<file path="src/hw/csr_pkg.sv">
// Machine-mode CSR block shared definitions
// CSR addresses, opcode and cause enums, and the structs passed between blocks
package csr_pkg;

   typedef logic [31:0] word_t;
   typedef logic [11:0] csr_addr_t;

   typedef enum logic [1:0] {
      OP_NONE,
      OP_RW,
      OP_RS,
      OP_RC
   } csr_op_e;

   // mcause exception codes
   typedef enum logic [3:0] {
      CAUSE_INST_MISALIGNED  = 4'd0,
      CAUSE_ILLEGAL_INST     = 4'd2,
      CAUSE_LOAD_MISALIGNED  = 4'd4,
      CAUSE_STORE_MISALIGNED = 4'd6,
      CAUSE_ECALL_M          = 4'd11
   } cause_e;

   // Identity CSRs
   localparam csr_addr_t CSR_MVENDORID = 12'hF11;
   localparam csr_addr_t CSR_MARCHID   = 12'hF12;
   localparam csr_addr_t CSR_MIMPID    = 12'hF13;
   localparam csr_addr_t CSR_MHARTID   = 12'hF14;
   // Trap setup and handling
   localparam csr_addr_t CSR_MSTATUS   = 12'h300;
   localparam csr_addr_t CSR_MISA      = 12'h301;
   localparam csr_addr_t CSR_MTVEC     = 12'h305;
   localparam csr_addr_t CSR_MSCRATCH  = 12'h340;
   localparam csr_addr_t CSR_MEPC      = 12'h341;
   localparam csr_addr_t CSR_MCAUSE    = 12'h342;
   localparam csr_addr_t CSR_MTVAL     = 12'h343;
   // Counters
   localparam csr_addr_t CSR_MCYCLE    = 12'hB00;
   localparam csr_addr_t CSR_MINSTRET  = 12'hB02;
   localparam csr_addr_t CSR_MCYCLEH   = 12'hB80;
   localparam csr_addr_t CSR_MINSTRETH = 12'hB82;

   // MXL = 1 (32 bit), I extension
   localparam word_t MISA_VALUE  = 32'h4000_0100;
   localparam word_t MTVEC_RESET = 32'h0000_0004;

   // Upper address bytes of the hard-wired performance monitors
   localparam int NUM_PERF_PREFIXES = 6;
   localparam logic [NUM_PERF_PREFIXES-1:0][7:0] PERF_PREFIXES =
      {8'hB0, 8'hB1, 8'hB8, 8'hB9, 8'h32, 8'h33};

   typedef struct packed {
      csr_op_e   op;
      logic      imm;
      logic [4:0] rd;
      csr_addr_t addr;
      logic [4:0] uimm;
      word_t     rs1_data;
   } csr_req_t;

   typedef struct packed {
      logic      rd_en;
      logic      wr_en;
      logic      set_en;
      logic      clr_en;
      logic      any_op;
      csr_addr_t addr;
      word_t     operand;
   } csr_access_t;

   typedef struct packed {
      logic unsupported;
      logic illegal;
      logic ecall;
      logic inst_misaligned;
      logic load_misaligned;
      logic store_misaligned;
   } exc_flags_t;

   typedef struct packed {
      logic   take;
      cause_e cause;
      word_t  tval;
   } trap_info_t;

   typedef struct packed {
      logic  cycle_lo;
      logic  cycle_hi;
      logic  inst_lo;
      logic  inst_hi;
      word_t data;
   } cnt_wr_t;

endpackage
</file>
<file path="src/hw/csr_ehu_top.sv">
// CSR block and exception handling unit top
// Request decode, register file, counters and trap unit
`timescale 1ns/100ps

module csr_ehu_top (
   input  logic                clk,
   input  logic                resetb,
   input  logic                xb_bubble,
   input  csr_pkg::csr_req_t   csr_req,
   input  csr_pkg::exc_flags_t exc,
   input  csr_pkg::word_t      xb_pc,
   input  csr_pkg::word_t      fd_alu_out,
   input  csr_pkg::word_t      next_pc,
   output csr_pkg::word_t      rdata,
   output csr_pkg::word_t      csr_mepc,
   output csr_pkg::word_t      csr_mtvec,
   output logic                initiate_exception
);

   csr_pkg::csr_access_t acc;
   csr_pkg::cnt_wr_t     cnt_wr;
   csr_pkg::trap_info_t  trap;
   logic [63:0]          mcycle;
   logic [63:0]          minstret;
   logic                 mie;
   logic                 csr_illegal;

   csr_op_decode u_decode (
      .clk    (clk),
      .resetb (resetb),
      .req    (csr_req),
      .acc    (acc)
   );

   csr_regfile u_regfile (
      .clk         (clk),
      .resetb      (resetb),
      .xb_bubble   (xb_bubble),
      .acc         (acc),
      .trap        (trap),
      .xb_pc       (xb_pc),
      .mcycle      (mcycle),
      .minstret    (minstret),
      .rdata       (rdata),
      .csr_mepc    (csr_mepc),
      .csr_mtvec   (csr_mtvec),
      .mie         (mie),
      .csr_illegal (csr_illegal),
      .cnt_wr      (cnt_wr)
   );

   csr_counters u_counters (
      .clk       (clk),
      .resetb    (resetb),
      .xb_bubble (xb_bubble),
      .cnt_wr    (cnt_wr),
      .mcycle    (mcycle),
      .minstret  (minstret)
   );

   csr_trap_unit u_trap (
      .clk                (clk),
      .resetb             (resetb),
      .xb_bubble          (xb_bubble),
      .csr_illegal        (csr_illegal),
      .mie                (mie),
      .exc                (exc),
      .fd_alu_out         (fd_alu_out),
      .next_pc            (next_pc),
      .initiate_exception (initiate_exception),
      .trap               (trap)
   );

endmodule

</file>
<file path="src/hw/csr_regfile.sv">
// Machine-mode CSR register file
// Holds mstatus, mtvec, mscratch and the trap registers, serves reads
// and read-modify-write, and applies the trap update
`timescale 1ns/100ps

module csr_regfile (
   input  logic                 clk,
   input  logic                 resetb,
   input  logic                 xb_bubble,
   input  csr_pkg::csr_access_t acc,
   input  csr_pkg::trap_info_t  trap,
   input  csr_pkg::word_t       xb_pc,
   input  logic [63:0]          mcycle,
   input  logic [63:0]          minstret,
   output csr_pkg::word_t       rdata,
   output csr_pkg::word_t       csr_mepc,
   output csr_pkg::word_t       csr_mtvec,
   output logic                 mie,
   output logic                 csr_illegal,
   output csr_pkg::cnt_wr_t     cnt_wr
);

   logic           mpie;
   logic [31:2]    mtvec;
   csr_pkg::word_t mscratch;
   csr_pkg::word_t mepc;
   csr_pkg::word_t mcause;
   csr_pkg::word_t mtval;
   csr_pkg::word_t cur_val;
   csr_pkg::word_t new_val;
   logic           known;
   logic           perf_hit;
   logic           modify;

   function automatic csr_pkg::word_t apply_op(
      input csr_pkg::word_t       cur,
      input csr_pkg::csr_access_t a
   );
      csr_pkg::word_t res;
      res = cur;
      if (a.wr_en) begin
         res = a.operand;
      end else if (a.set_en) begin
         res = cur | a.operand;
      end else if (a.clr_en) begin
         res = cur & ~a.operand;
      end
      return res;
   endfunction

   always_comb begin
      perf_hit = 1'b0;
      for (int i = 0; i < csr_pkg::NUM_PERF_PREFIXES; i++) begin
         if (acc.addr[11:4] == csr_pkg::PERF_PREFIXES[i]) begin
            perf_hit = 1'b1;
         end
      end
   end

   // Current value of the addressed CSR
   always_comb begin
      known   = 1'b1;
      cur_val = '0;
      case (acc.addr)
         csr_pkg::CSR_MVENDORID, csr_pkg::CSR_MARCHID,
         csr_pkg::CSR_MIMPID, csr_pkg::CSR_MHARTID: cur_val = '0;
         // MPP fixed at machine mode
         csr_pkg::CSR_MSTATUS:   cur_val = {19'd0, 2'b11, 3'd0, mpie, 3'd0, mie, 3'd0};
         csr_pkg::CSR_MISA:      cur_val = csr_pkg::MISA_VALUE;
         csr_pkg::CSR_MTVEC:     cur_val = {mtvec, 2'b00};
         csr_pkg::CSR_MSCRATCH:  cur_val = mscratch;
         csr_pkg::CSR_MEPC:      cur_val = mepc;
         csr_pkg::CSR_MCAUSE:    cur_val = mcause;
         csr_pkg::CSR_MTVAL:     cur_val = mtval;
         csr_pkg::CSR_MCYCLE:    cur_val = mcycle[31:0];
         csr_pkg::CSR_MCYCLEH:   cur_val = mcycle[63:32];
         csr_pkg::CSR_MINSTRET:  cur_val = minstret[31:0];
         csr_pkg::CSR_MINSTRETH: cur_val = minstret[63:32];
         default:                known = perf_hit;
      endcase
   end

   assign modify  = acc.wr_en | acc.set_en | acc.clr_en;
   assign new_val = apply_op(cur_val, acc);

   // Counter halves are modified in csr_counters
   always_comb begin
      cnt_wr.cycle_lo = modify && (acc.addr == csr_pkg::CSR_MCYCLE);
      cnt_wr.cycle_hi = modify && (acc.addr == csr_pkg::CSR_MCYCLEH);
      cnt_wr.inst_lo  = modify && (acc.addr == csr_pkg::CSR_MINSTRET);
      cnt_wr.inst_hi  = modify && (acc.addr == csr_pkg::CSR_MINSTRETH);
      cnt_wr.data     = new_val;
   end

   always_ff @(posedge clk or negedge resetb) begin
      if (!resetb) begin
         mie         <= 1'b0;
         mpie        <= 1'b0;
         mtvec       <= csr_pkg::MTVEC_RESET[31:2];
         csr_illegal <= 1'b0;
      end else begin
         csr_illegal <= acc.any_op && !xb_bubble && !known;
         if (modify && (acc.addr == csr_pkg::CSR_MSTATUS)) begin
            mie <= new_val[3];
         end
         if (trap.take) begin
            mpie <= mie;
         end else if (modify && (acc.addr == csr_pkg::CSR_MSTATUS)) begin
            mpie <= new_val[7];
         end
         // Direct mode only
         if (modify && (acc.addr == csr_pkg::CSR_MTVEC)) begin
            mtvec <= new_val[31:2];
         end
      end
   end

   always_ff @(posedge clk) begin
      if (acc.rd_en) begin
         rdata <= cur_val;
      end
      if (modify && (acc.addr == csr_pkg::CSR_MSCRATCH)) begin
         mscratch <= new_val;
      end
      if (trap.take) begin
         mepc   <= xb_pc;
         mcause <= {28'd0, trap.cause};
         mtval  <= trap.tval;
      end else if (modify) begin
         case (acc.addr)
            csr_pkg::CSR_MEPC:   mepc   <= new_val;
            csr_pkg::CSR_MCAUSE: mcause <= new_val;
            csr_pkg::CSR_MTVAL:  mtval  <= new_val;
            default: ;
         endcase
      end
   end

   assign csr_mepc  = mepc;
   assign csr_mtvec = {mtvec, 2'b00};

   a_mtvec_aligned: assert property (
      @(posedge clk) disable iff (!resetb)
      csr_mtvec[1:0] == 2'b00
   ) else $error("csr_regfile: mtvec not word aligned");

endmodule

</file>
<file path="src/hw/csr_trap_unit.sv">
// Trap decision for the XB stage
// Prioritises CSR and FD exceptions and picks the cause and trap value
`timescale 1ns/100ps

module csr_trap_unit (
   input  logic                clk,
   input  logic                resetb,
   input  logic                xb_bubble,
   input  logic                csr_illegal,
   input  logic                mie,
   input  csr_pkg::exc_flags_t exc,
   input  csr_pkg::word_t      fd_alu_out,
   input  csr_pkg::word_t      next_pc,
   output logic                initiate_exception,
   output csr_pkg::trap_info_t trap
);

   csr_pkg::word_t badaddr_q;
   csr_pkg::word_t next_pc_q;
   logic           fd_exc;

   // One cycle behind, lined up with the flags now in XB
   always_ff @(posedge clk) begin
      badaddr_q <= fd_alu_out;
      next_pc_q <= next_pc;
   end

   // ecall on its own does not trap here
   assign fd_exc = exc.unsupported | exc.illegal | exc.inst_misaligned |
                   exc.load_misaligned | exc.store_misaligned;

   assign initiate_exception = !xb_bubble && (csr_illegal || fd_exc);

   always_comb begin
      trap.take  = initiate_exception;
      trap.cause = csr_pkg::CAUSE_ILLEGAL_INST;
      trap.tval  = '0;
      // CSR illegal is from the senior instruction and wins
      if (csr_illegal) begin
         trap.cause = csr_pkg::CAUSE_ILLEGAL_INST;
      end else if (exc.inst_misaligned) begin
         trap.cause = csr_pkg::CAUSE_INST_MISALIGNED;
         trap.tval  = next_pc_q;
      end else if (exc.illegal || exc.unsupported) begin
         if (exc.ecall) begin
            trap.cause = csr_pkg::CAUSE_ECALL_M;
         end else begin
            trap.cause = csr_pkg::CAUSE_ILLEGAL_INST;
         end
      end else if (exc.load_misaligned) begin
         trap.cause = csr_pkg::CAUSE_LOAD_MISALIGNED;
         trap.tval  = badaddr_q;
      end else if (exc.store_misaligned) begin
         trap.cause = csr_pkg::CAUSE_STORE_MISALIGNED;
         trap.tval  = badaddr_q;
      end
   end

   a_no_trap_in_bubble: assert property (
      @(posedge clk) disable iff (!resetb)
      xb_bubble |-> !initiate_exception
   ) else $error("csr_trap_unit: trap raised for a bubble");

   // Register file state feeding the trap path is always defined out of reset
   a_state_known: assert property (
      @(posedge clk) disable iff (!resetb)
      !$isunknown({mie, csr_illegal})
   ) else $error("csr_trap_unit: mie or csr_illegal unknown");

endmodule

</file>
<file path="src/hw/csr_counters.sv">
// Machine cycle and retired instruction counters
// 64-bit mcycle and minstret, each writable one 32-bit half at a time
`timescale 1ns/100ps

module csr_counters (
   input  logic              clk,
   input  logic              resetb,
   input  logic              xb_bubble,
   input  csr_pkg::cnt_wr_t  cnt_wr,
   output logic [63:0]       mcycle,
   output logic [63:0]       minstret
);

   // A half write replaces the increment for that cycle
   function automatic logic [63:0] next_count(
      input logic [63:0]    cur,
      input logic           inc,
      input logic           wr_lo,
      input logic           wr_hi,
      input csr_pkg::word_t data
   );
      logic [63:0] nxt;
      if (wr_lo) begin
         nxt = {cur[63:32], data};
      end else if (wr_hi) begin
         nxt = {data, cur[31:0]};
      end else begin
         nxt = cur + {63'd0, inc};
      end
      return nxt;
   endfunction

   always_ff @(posedge clk or negedge resetb) begin
      if (!resetb) begin
         mcycle   <= 64'd0;
         minstret <= 64'd0;
      end else begin
         mcycle   <= next_count(mcycle, 1'b1, cnt_wr.cycle_lo, cnt_wr.cycle_hi,
                                cnt_wr.data);
         // Retired means the XB stage held a real instruction
         minstret <= next_count(minstret, !xb_bubble, cnt_wr.inst_lo, cnt_wr.inst_hi,
                                cnt_wr.data);
      end
   end

   a_one_half: assert property (
      @(posedge clk) disable iff (!resetb)
      !(cnt_wr.cycle_lo && cnt_wr.cycle_hi) && !(cnt_wr.inst_lo && cnt_wr.inst_hi)
   ) else $error("csr_counters: both halves of a counter written in one cycle");

endmodule

</file>
<file path="src/hw/csr_op_decode.sv">
// CSR request decode
// Turns an opcode and its operands into gated read, write, set and clear strobes
`timescale 1ns/100ps

module csr_op_decode (
   input  logic                 clk,
   input  logic                 resetb,
   input  csr_pkg::csr_req_t    req,
   output csr_pkg::csr_access_t acc
);

   logic uimm_nz;
   logic rd_nz;

   assign uimm_nz = (req.uimm != 5'd0);
   assign rd_nz   = (req.rd != 5'd0);

   always_comb begin
      acc.addr   = req.addr;
      acc.any_op = (req.op != csr_pkg::OP_NONE);

      // Immediate forms use the zero-extended uimm field
      if (req.imm) begin
         acc.operand = {27'd0, req.uimm};
      end else begin
         acc.operand = req.rs1_data;
      end

      // No read side effect with rd = x0, no set or clear with a zero source
      acc.rd_en  = acc.any_op && rd_nz;
      acc.wr_en  = (req.op == csr_pkg::OP_RW);
      acc.set_en = (req.op == csr_pkg::OP_RS) && uimm_nz;
      acc.clr_en = (req.op == csr_pkg::OP_RC) && uimm_nz;
   end

   // Only one kind of modification reaches the register file per cycle
   a_one_modify: assert property (
      @(posedge clk) disable iff (!resetb)
      $onehot0({acc.wr_en, acc.set_en, acc.clr_en})
   ) else $error("csr_op_decode: more than one of write, set and clear active");

endmodule

</file>
<file path="config.mk">
export PLATFORM = sky130hd
export DESIGN_NAME = csr_ehu_top
export DESIGN_NICKNAME = d
export VERILOG_FILES = /design/src/hw/csr_pkg.sv /design/src/hw/csr_ehu_top.sv /design/src/hw/csr_regfile.sv /design/src/hw/csr_trap_unit.sv /design/src/hw/csr_counters.sv /design/src/hw/csr_op_decode.sv
export SDC_FILE = /design/constraint.sdc
export NUM_CORES = 1
export LEC_CHECK = 0
export BUFFER_PORTS_ARGS = -buffer_cell sky130_fd_sc_hd__buf_2
export CORE_ASPECT_RATIO = 1.4
export CORE_MARGIN = 10
export CORE_UTILIZATION = 45
export CTS_CLUSTER_DIAMETER = 120
export DETAILED_ROUTE_END_ITERATION = 10
export PLACE_DENSITY = 0.65
export SLEW_MARGIN = 15
export SYNTH_ARGS = -nofsm -noshare
export SYNTH_HDL_FRONTEND = slang
export SYNTH_SLANG_ARGS = --single-unit
</file>
<file path="constraint.sdc">
create_clock -name clk -period 8.95 [get_ports clk]
set_clock_uncertainty 0.2 [all_clocks]
set_input_delay 1.3425 -clock clk [delete_from_list [all_inputs] [get_ports clk]]
set_output_delay 1.3425 -clock clk [all_outputs]
set_load 0.05 [all_outputs]
</file>
==> run_results.csv, run 1 <==
group,metric,value,unit
synthesis,synth.area.top_cells,"dfrtp_1, edfxtp_1, dfxtp_1",
route,vias_per_cell,7.023,
critical_path,cp.required,9230,ps
synthesis,yosysMostFrequentCell,"nand2_1",
place,globalplace.congestion,1.044,
cells_and_area,drive_gt1_frac,0.2044,
floorplanning,fp.coreArea,44180,um2
clock_tree,cts_buffers,40,
synthesis,synth_top_cell_by_area,"dfrtp_1",
route,num_vias,20490,
run,drv_cap,0,
global_route,grt_pass1_wl,144400,um
synthesis,synth_top_area_frac,0.1984,
clock_tree,cts_sinks,385,
synthesis,synthesis.area,20180,um2
synthesis,synthFlopType,"dfrtp_1",
pwr,p_switching,1.212,mW
floorplanning,fp-row-count,91,
pwr,power.share.switching,0.2862,
clock_tree,clk_pin_slew,70,ps
sta,slew_viol_final,0,
sta,max_freq,0.2105,GHz
synthesis,ys_async_sr_fraction,0.4182,
critical_path,critPathLaunchType,"primary input",
sta,fin_setup_tns,0,ps
global_route,grt_use_total,0.3704,
outcome,status,"completed",
global_route,grt_antenna_before_repair,6,
synthesis,ys_types,100,
pwr,pwr-share-clk,0.415,
pwr,power_frac_comb,0.111,
synthesis,yosysWarnings,0,
synthesis,synthTopCellsByCount,"nand2_1, o21ai_0, dfrtp_1",
global_route,grt_remaining_overflow,0,
route,drt_wl_total,102200,um
pwr,power,4.234,mW
pwr,vdd_drop_max,166.9,uV
route,ant_nets,0,
floorplanning,start_util,0.4568,
route,drtPass1Iterations,8,
synthesis,ys_ff_latch,385,
critical_path,worst-setup-path-type,"primary input to register",
route,drtIter0Drc,2989,
floorplanning,io_pins,259,
floorplanning,die_h,270.6,um
cells_and_area,regArea,9836,um2
sta,worst_pin_slew,1143,ps
clock_tree,h-tree-depth,2,
pwr,seqPwrFrac,0.474,
sta,setup_viol,0,
synthesis,syn_avg_cell_area,9.542,um2
clock_tree,cts_repair_resize_count,0,
critical_path,cp-end-kind,"register",
clock_tree,cts_max_path_buffers,3,
sta,timing.final.crit_share,0.5307,
clock_tree,tritoncts,"yes",
clock_tree,clock_latency,590,ps
cells_and_area,fin_util,0.5312,
cells_and_area,multiInputGateArea,9603,um2
cells_and_area,fillers,4081,
place,port_buffers,256,
clock_tree,cts_hold_buf,0,
min_path,hold_class,"register to register",
synthesis,synth_edf_count,132,
place,hpwl,75540,um
clock_tree,cts_root_buffer,"clkbuf_16",
synthesis,yosysSeqAreaShare,0.4874,
synthesis,syn_inst,2115,
pwr,p_leak,9.629,nW
floorplanning,fp.dieArea,53840,um2
critical_path,worstPathMaxFanout,35,
cells_and_area,area_growth,16.28,%
global_route,grt_pass1_vias,19740,
pwr,powerDensity,180.4,nW/um2
route,drc,0,
global_route,grt_max_degree,74,
route,wire_per_inst,35.02,um
sta,rsz0062_at_grt,"false",
sta,period_minus_slack,4750,ps
clock_tree,post-cts-setup-buffer-count,0,
cells_and_area,num-nets-final,2491,
sta,max_slew_margin,0.2383,
sta,hold_viol,0,
floorplanning,die_x,199.0,um
critical_path,crit_arrival,5030,ps
pwr,p_int,3.022,mW
[layout by cell type, fill, tap and decap left out, types with 9 or more instances in the layout]
cell type	n
buf_2	255
nand2_1	230
o21ai_0	175
dfrtp_1	160
edfxtp_1	132
a21oi_1	117
nor2_1	106
nand3_1	94
a22oi_1	93
dfxtp_1	92
buf_4	64
nand4_1	52
inv_1	47
and3_1	47
clkbuf_16	42
nor3_1	40
a31oi_1	34
o22ai_1	33
o21ai_1	30
and4_1	27
nor2b_1	25
a222oi_1	23
mux2i_1	23
mux2_2	22
o211ai_1	22
nor3b_1	18
a22o_1	17
o221ai_1	17
nor4_1	16
and2_1	15
xor2_1	14
a21o_1	12
a32oi_1	10
or4_1	9
or3_1	9
a221o_1	9
clkbuf_8	9
[kinds of logic (layout without fill, tap and decap cells)]
| kind of cell | Yosys count | count (layout) | share of synthesized area |
|---|---|---|---|
| AO/OA/AOI/OAI | 705 | 705 | 0.2344 |
| flip-flops | 385 | 385 | 0.4874 |
| AND/OR/NAND/NOR | 750 | 750 | 0.1964 |
| other | 1 | 4 | 0.0001858 |
| buffers and inverters | 203 | 445 | 0.04476 |
| multiplexers | 47 | 47 | 0.02592 |
| adder cells (fa/ha/maj) | 3 | 3 | 0.001860 |
| XOR/XNOR | 21 | 21 | 0.009114 |
[final timing paths]
check,start,end,slack (ps),cells past startpoint
min in group asynchronous,resetb,u_regfile.csr_illegal,590,1
worst max register to register,u_counters.minstret[10],u_counters.minstret[57],5100,7
worst min register to register,u_regfile.mcause[31],u_regfile.mcause[31],250,2
worst max-delay path,csr_req[55],u_regfile.mcause[18],4200,9
worst min-delay path,u_regfile.mcause[31],u_regfile.mcause[31],250,2
max in group asynchronous,resetb,u_counters.mcycle[62],5880,3
[worst max-delay path, stage by stage]
cell and delay, ps:
buf_2 260, clkinv_1 500, nor2_2 230, buf_4 450, nor2_2 230, buf_4 250, nor3_1 560, nand2_1 740
o21ai_0 420
[registers in the layout, indices dropped and copies added (netlist names)]
| signal | cells |
|---|---|
| u_regfile.mie | 1 |
| u_regfile.mcause | 32 |
| u_regfile.mpie | 1 |
| u_counters.mcycle | 64 |
| u_counters.minstret | 64 |
| u_regfile.csr_illegal | 1 |
| u_trap.badaddr_q | 32 |
| u_regfile.mtval | 32 |
| u_regfile.csr_mepc | 32 |
| u_trap.next_pc_q | 32 |
| u_regfile.mscratch | 32 |
| u_regfile.mtvec | 30 |
| u_regfile.rdata | 32 |
[power by group through the flow]
stage                     Sequential (mW)  Combinational [mW]  Clock, mW
after floorplan                      2.06               0.198          0
after global placement               2.04               0.451          0
after CTS                            2.00               0.460       1.76
after detailed placement             2.04               0.457          0
after global routing                 2.02               0.496       1.84
final                                2.01               0.470       1.76
[cell type report]
type	count	share of cell area
repair buffers	320	0.07534
multi-input cells	1528	0.4092
clock inverters	15	0.006772
diodes	2	0.0002133
clock buffers	59	0.05135
flip-flops and latches	385	0.4192
inverters	51	0.008158
well taps	558	0.02975
[layer usage]
metal / routed length, um / part of all wire / GRT usage
met1: 36920 / 0.36 / 0.4500
met2: 46030 / 0.45 / 0.5703
met3: 10680 / 0.10 / 0.08313
met4: 8504 / 0.083 / 0.2600
met5: 46 / 0.00045 / 0
[metrics by stage]
step | hold WS (ps) | cells | worst slack [ps] | cell area, um2
global route | 281.5 | 2917 | 4064 | 23460
floorplan | 211.6 | 2116 | 3316 | 20180
global placement | 231.1 | 2841 | 3478 | 22080
detailed placement | 244.2 | 2841 | 3714 | 22080
finish | 252.8 | 2918 | 4200 | 23470
CTS | 257.9 | 2915 | 4272 | 23450
(Power assumes the default switching activity.)
==> run 2, diff against run 1 <==
- clock period: 8.95 -> 4.85 ns (I/O delays scaled with it)
==> run_results.csv, run 2 (synthesis gave the netlist of run 1 again) <==
group,metric,value,unit
sta,period_minus_slack,3937,ps
critical_path,worst-setup-path-type,"primary input to register",
sta,rsz0062_at_grt,"false",
floorplanning,fp.coreArea,44180,um2
cells_and_area,fin_util,0.5396,
sta,setup_viol,0,
outcome,status,"completed",
route,drtIter0Drc,2792,
clock_tree,cts_buffers,40,
floorplanning,fp-row-count,91,
cells_and_area,num-nets-final,2534,
global_route,grt_remaining_overflow,0,
route,drtPass1Iterations,7,
clock_tree,h-tree-depth,2,
cells_and_area,final_cell_mix,"buf_2, nand2_1, o21ai_0, dfrtp_1, edfxtp_1",
floorplanning,die_x,199.0,um
critical_path,critPathLaunchType,"primary input",
route,num_vias,20520,
clock_tree,cts_repair_resize_count,0,
sta,max_slew_margin,0.1457,
clock_tree,post-cts-setup-buffer-count,0,
route,vias_per_cell,6.930,
critical_path,crit_arrival,4190,ps
clock_tree,cts_hold_buf,0,
cells_and_area,final_common_cell,"buf_2",
cells_and_area,area_growth,18.13,%
global_route,use_met1,0.4453,
critical_path,worstPathMaxFanout,22,
pwr,powerDensity,328.9,nW/um2
clock_tree,tritoncts,"yes",
cells_and_area,fillers,4041,
sta,timing.final.crit_share,0.8118,
place,port_buffers,256,
pwr,p_leak,9.829,nW
global_route,grt_most_used_layer,"met2",
min_path,hold_class,"primary input to asynchronous set/reset pin",
sta,worst_pin_slew,1281,ps
route,drc,0,
sta,max_freq,0.2540,GHz
run,drv_cap,0,
global_route,grt_util_met3,0.07816,
cells_and_area,drive_gt1_frac,0.2166,
place,globalplace.congestion,1.109,
critical_path,crit_start,"csr_req[38]",
critical_path,rr_startpoint,"u_counters.mcycle[24]",
route,ant_nets,0,
global_route,grt_max_degree,92,
critical_path,cp-end-kind,"register",
clock_tree,cts_sinks,385,
clock_tree,clk_pin_slew,60,ps
floorplanning,start_util,0.4568,
global_route,grt_antenna_before_repair,5,
route,wire_per_inst,34.45,um
clock_tree,clock_latency,580,ps
floorplanning,fp.dieArea,53840,um2
floorplanning,io_pins,259,
sta,slew_viol_final,0,
cells_and_area,final_cells,2961,
cells_and_area,top_regs,"u_counters.mcycle x64, u_counters.minstret x64",
critical_path,rr_worst_depth,7,
place,hpwl,76730,um
route,drt_wl_total,102000,um
global_route,grt_use_total,0.3696,
clock_tree,cts_max_path_buffers,3,
critical_path,cp.required,5100,ps
floorplanning,die_h,270.6,um
clock_tree,cts_root_buffer,"clkbuf_16",
global_route,met2_usage,0.5863,
place,dp.cells,2884,
pwr,vdd_drop_max,333.2,uV
sta,fin_setup_tns,0,ps
global_route,grt_pass1_vias,19650,
global_route,grt_pass1_wl,144000,um
sta,hold_viol,0,
-- run 2: cell count changes in the layout (fill, tap and decap cells not counted), moves of 3 or more --
| cell | before | now |
|---|---|---|
| buf_4 | 64 | 98 |
| buf_12 | 0 | 8 |
| clkbuf_1 | 8 | 14 |
| clkbuf_8 | 9 | 4 |
| bufinv_16 | 1 | 4 |
-- run 2: cell type report --
cell class                      instances  area (um2)  share of cell area
Timing Repair Buffer                  363        2195             0.09206
Antenna cell                            2       5.005           0.0002099
Inverter                               51       191.4            0.008030
Multi-Input combinational cell       1528        9589              0.4022
Clock inverter                         16       216.5            0.009080
Sequential cell                       385        9836              0.4126
Clock buffer                           58        1109             0.04650
Tap cell                              558       698.2             0.02929
-- run 2: per-layer routing --
metal | routed length, um | vias up
li1 | - | 8633
met1 | 37300 | 10080
met2 | 46960 | 1463
met3 | 10080 | 345
met4 | 7650 | 4
met5 | 23 | -
-- run 2: per-stage QoR --
stage	setup WS [ps]	instance area (um2)	power [mW]	hold slack, ps
floorplan	203.4	20180	4.170	211.6
global placement	49.41	22460	4.629	226.8
detailed placement	441.2	22500	4.647	232.4
CTS	1033	23820	7.830	36.71
global route	776.0	23830	8.040	43.21
finish	912.8	23840	7.840	44.59
-- run 2: power breakdown --
part	internal [mW]	leakage, nW	switching (mW)
Clock	1.82	0.644	1.40
Combinational	0.259	5.01	0.627
Sequential	3.52	4.18	0.209
Total	5.60	9.83	2.24
-- run 2: critical path, stage by stage --
cell	delay [ps]
buf_2	340
or4_1	510
nor3_2	60
buf_4	260
a222oi_1	330
nand3_1	240
and3_1	280
a311oi_4	840
inv_2	210
a221o_1	370
-- run 2: final timing paths --
path                                           endpoint  slack, ps
worst max register to register    u_counters.mcycle[33]       1160
worst min register to register     u_regfile.mcause[20]        250
min in group clk                    u_trap.next_pc_q[8]         50
worst max-delay path            u_counters.minstret[61]        910
worst min-delay path                 u_regfile.mtvec[5]         40
max in group asynchronous       u_counters.minstret[56]       3360
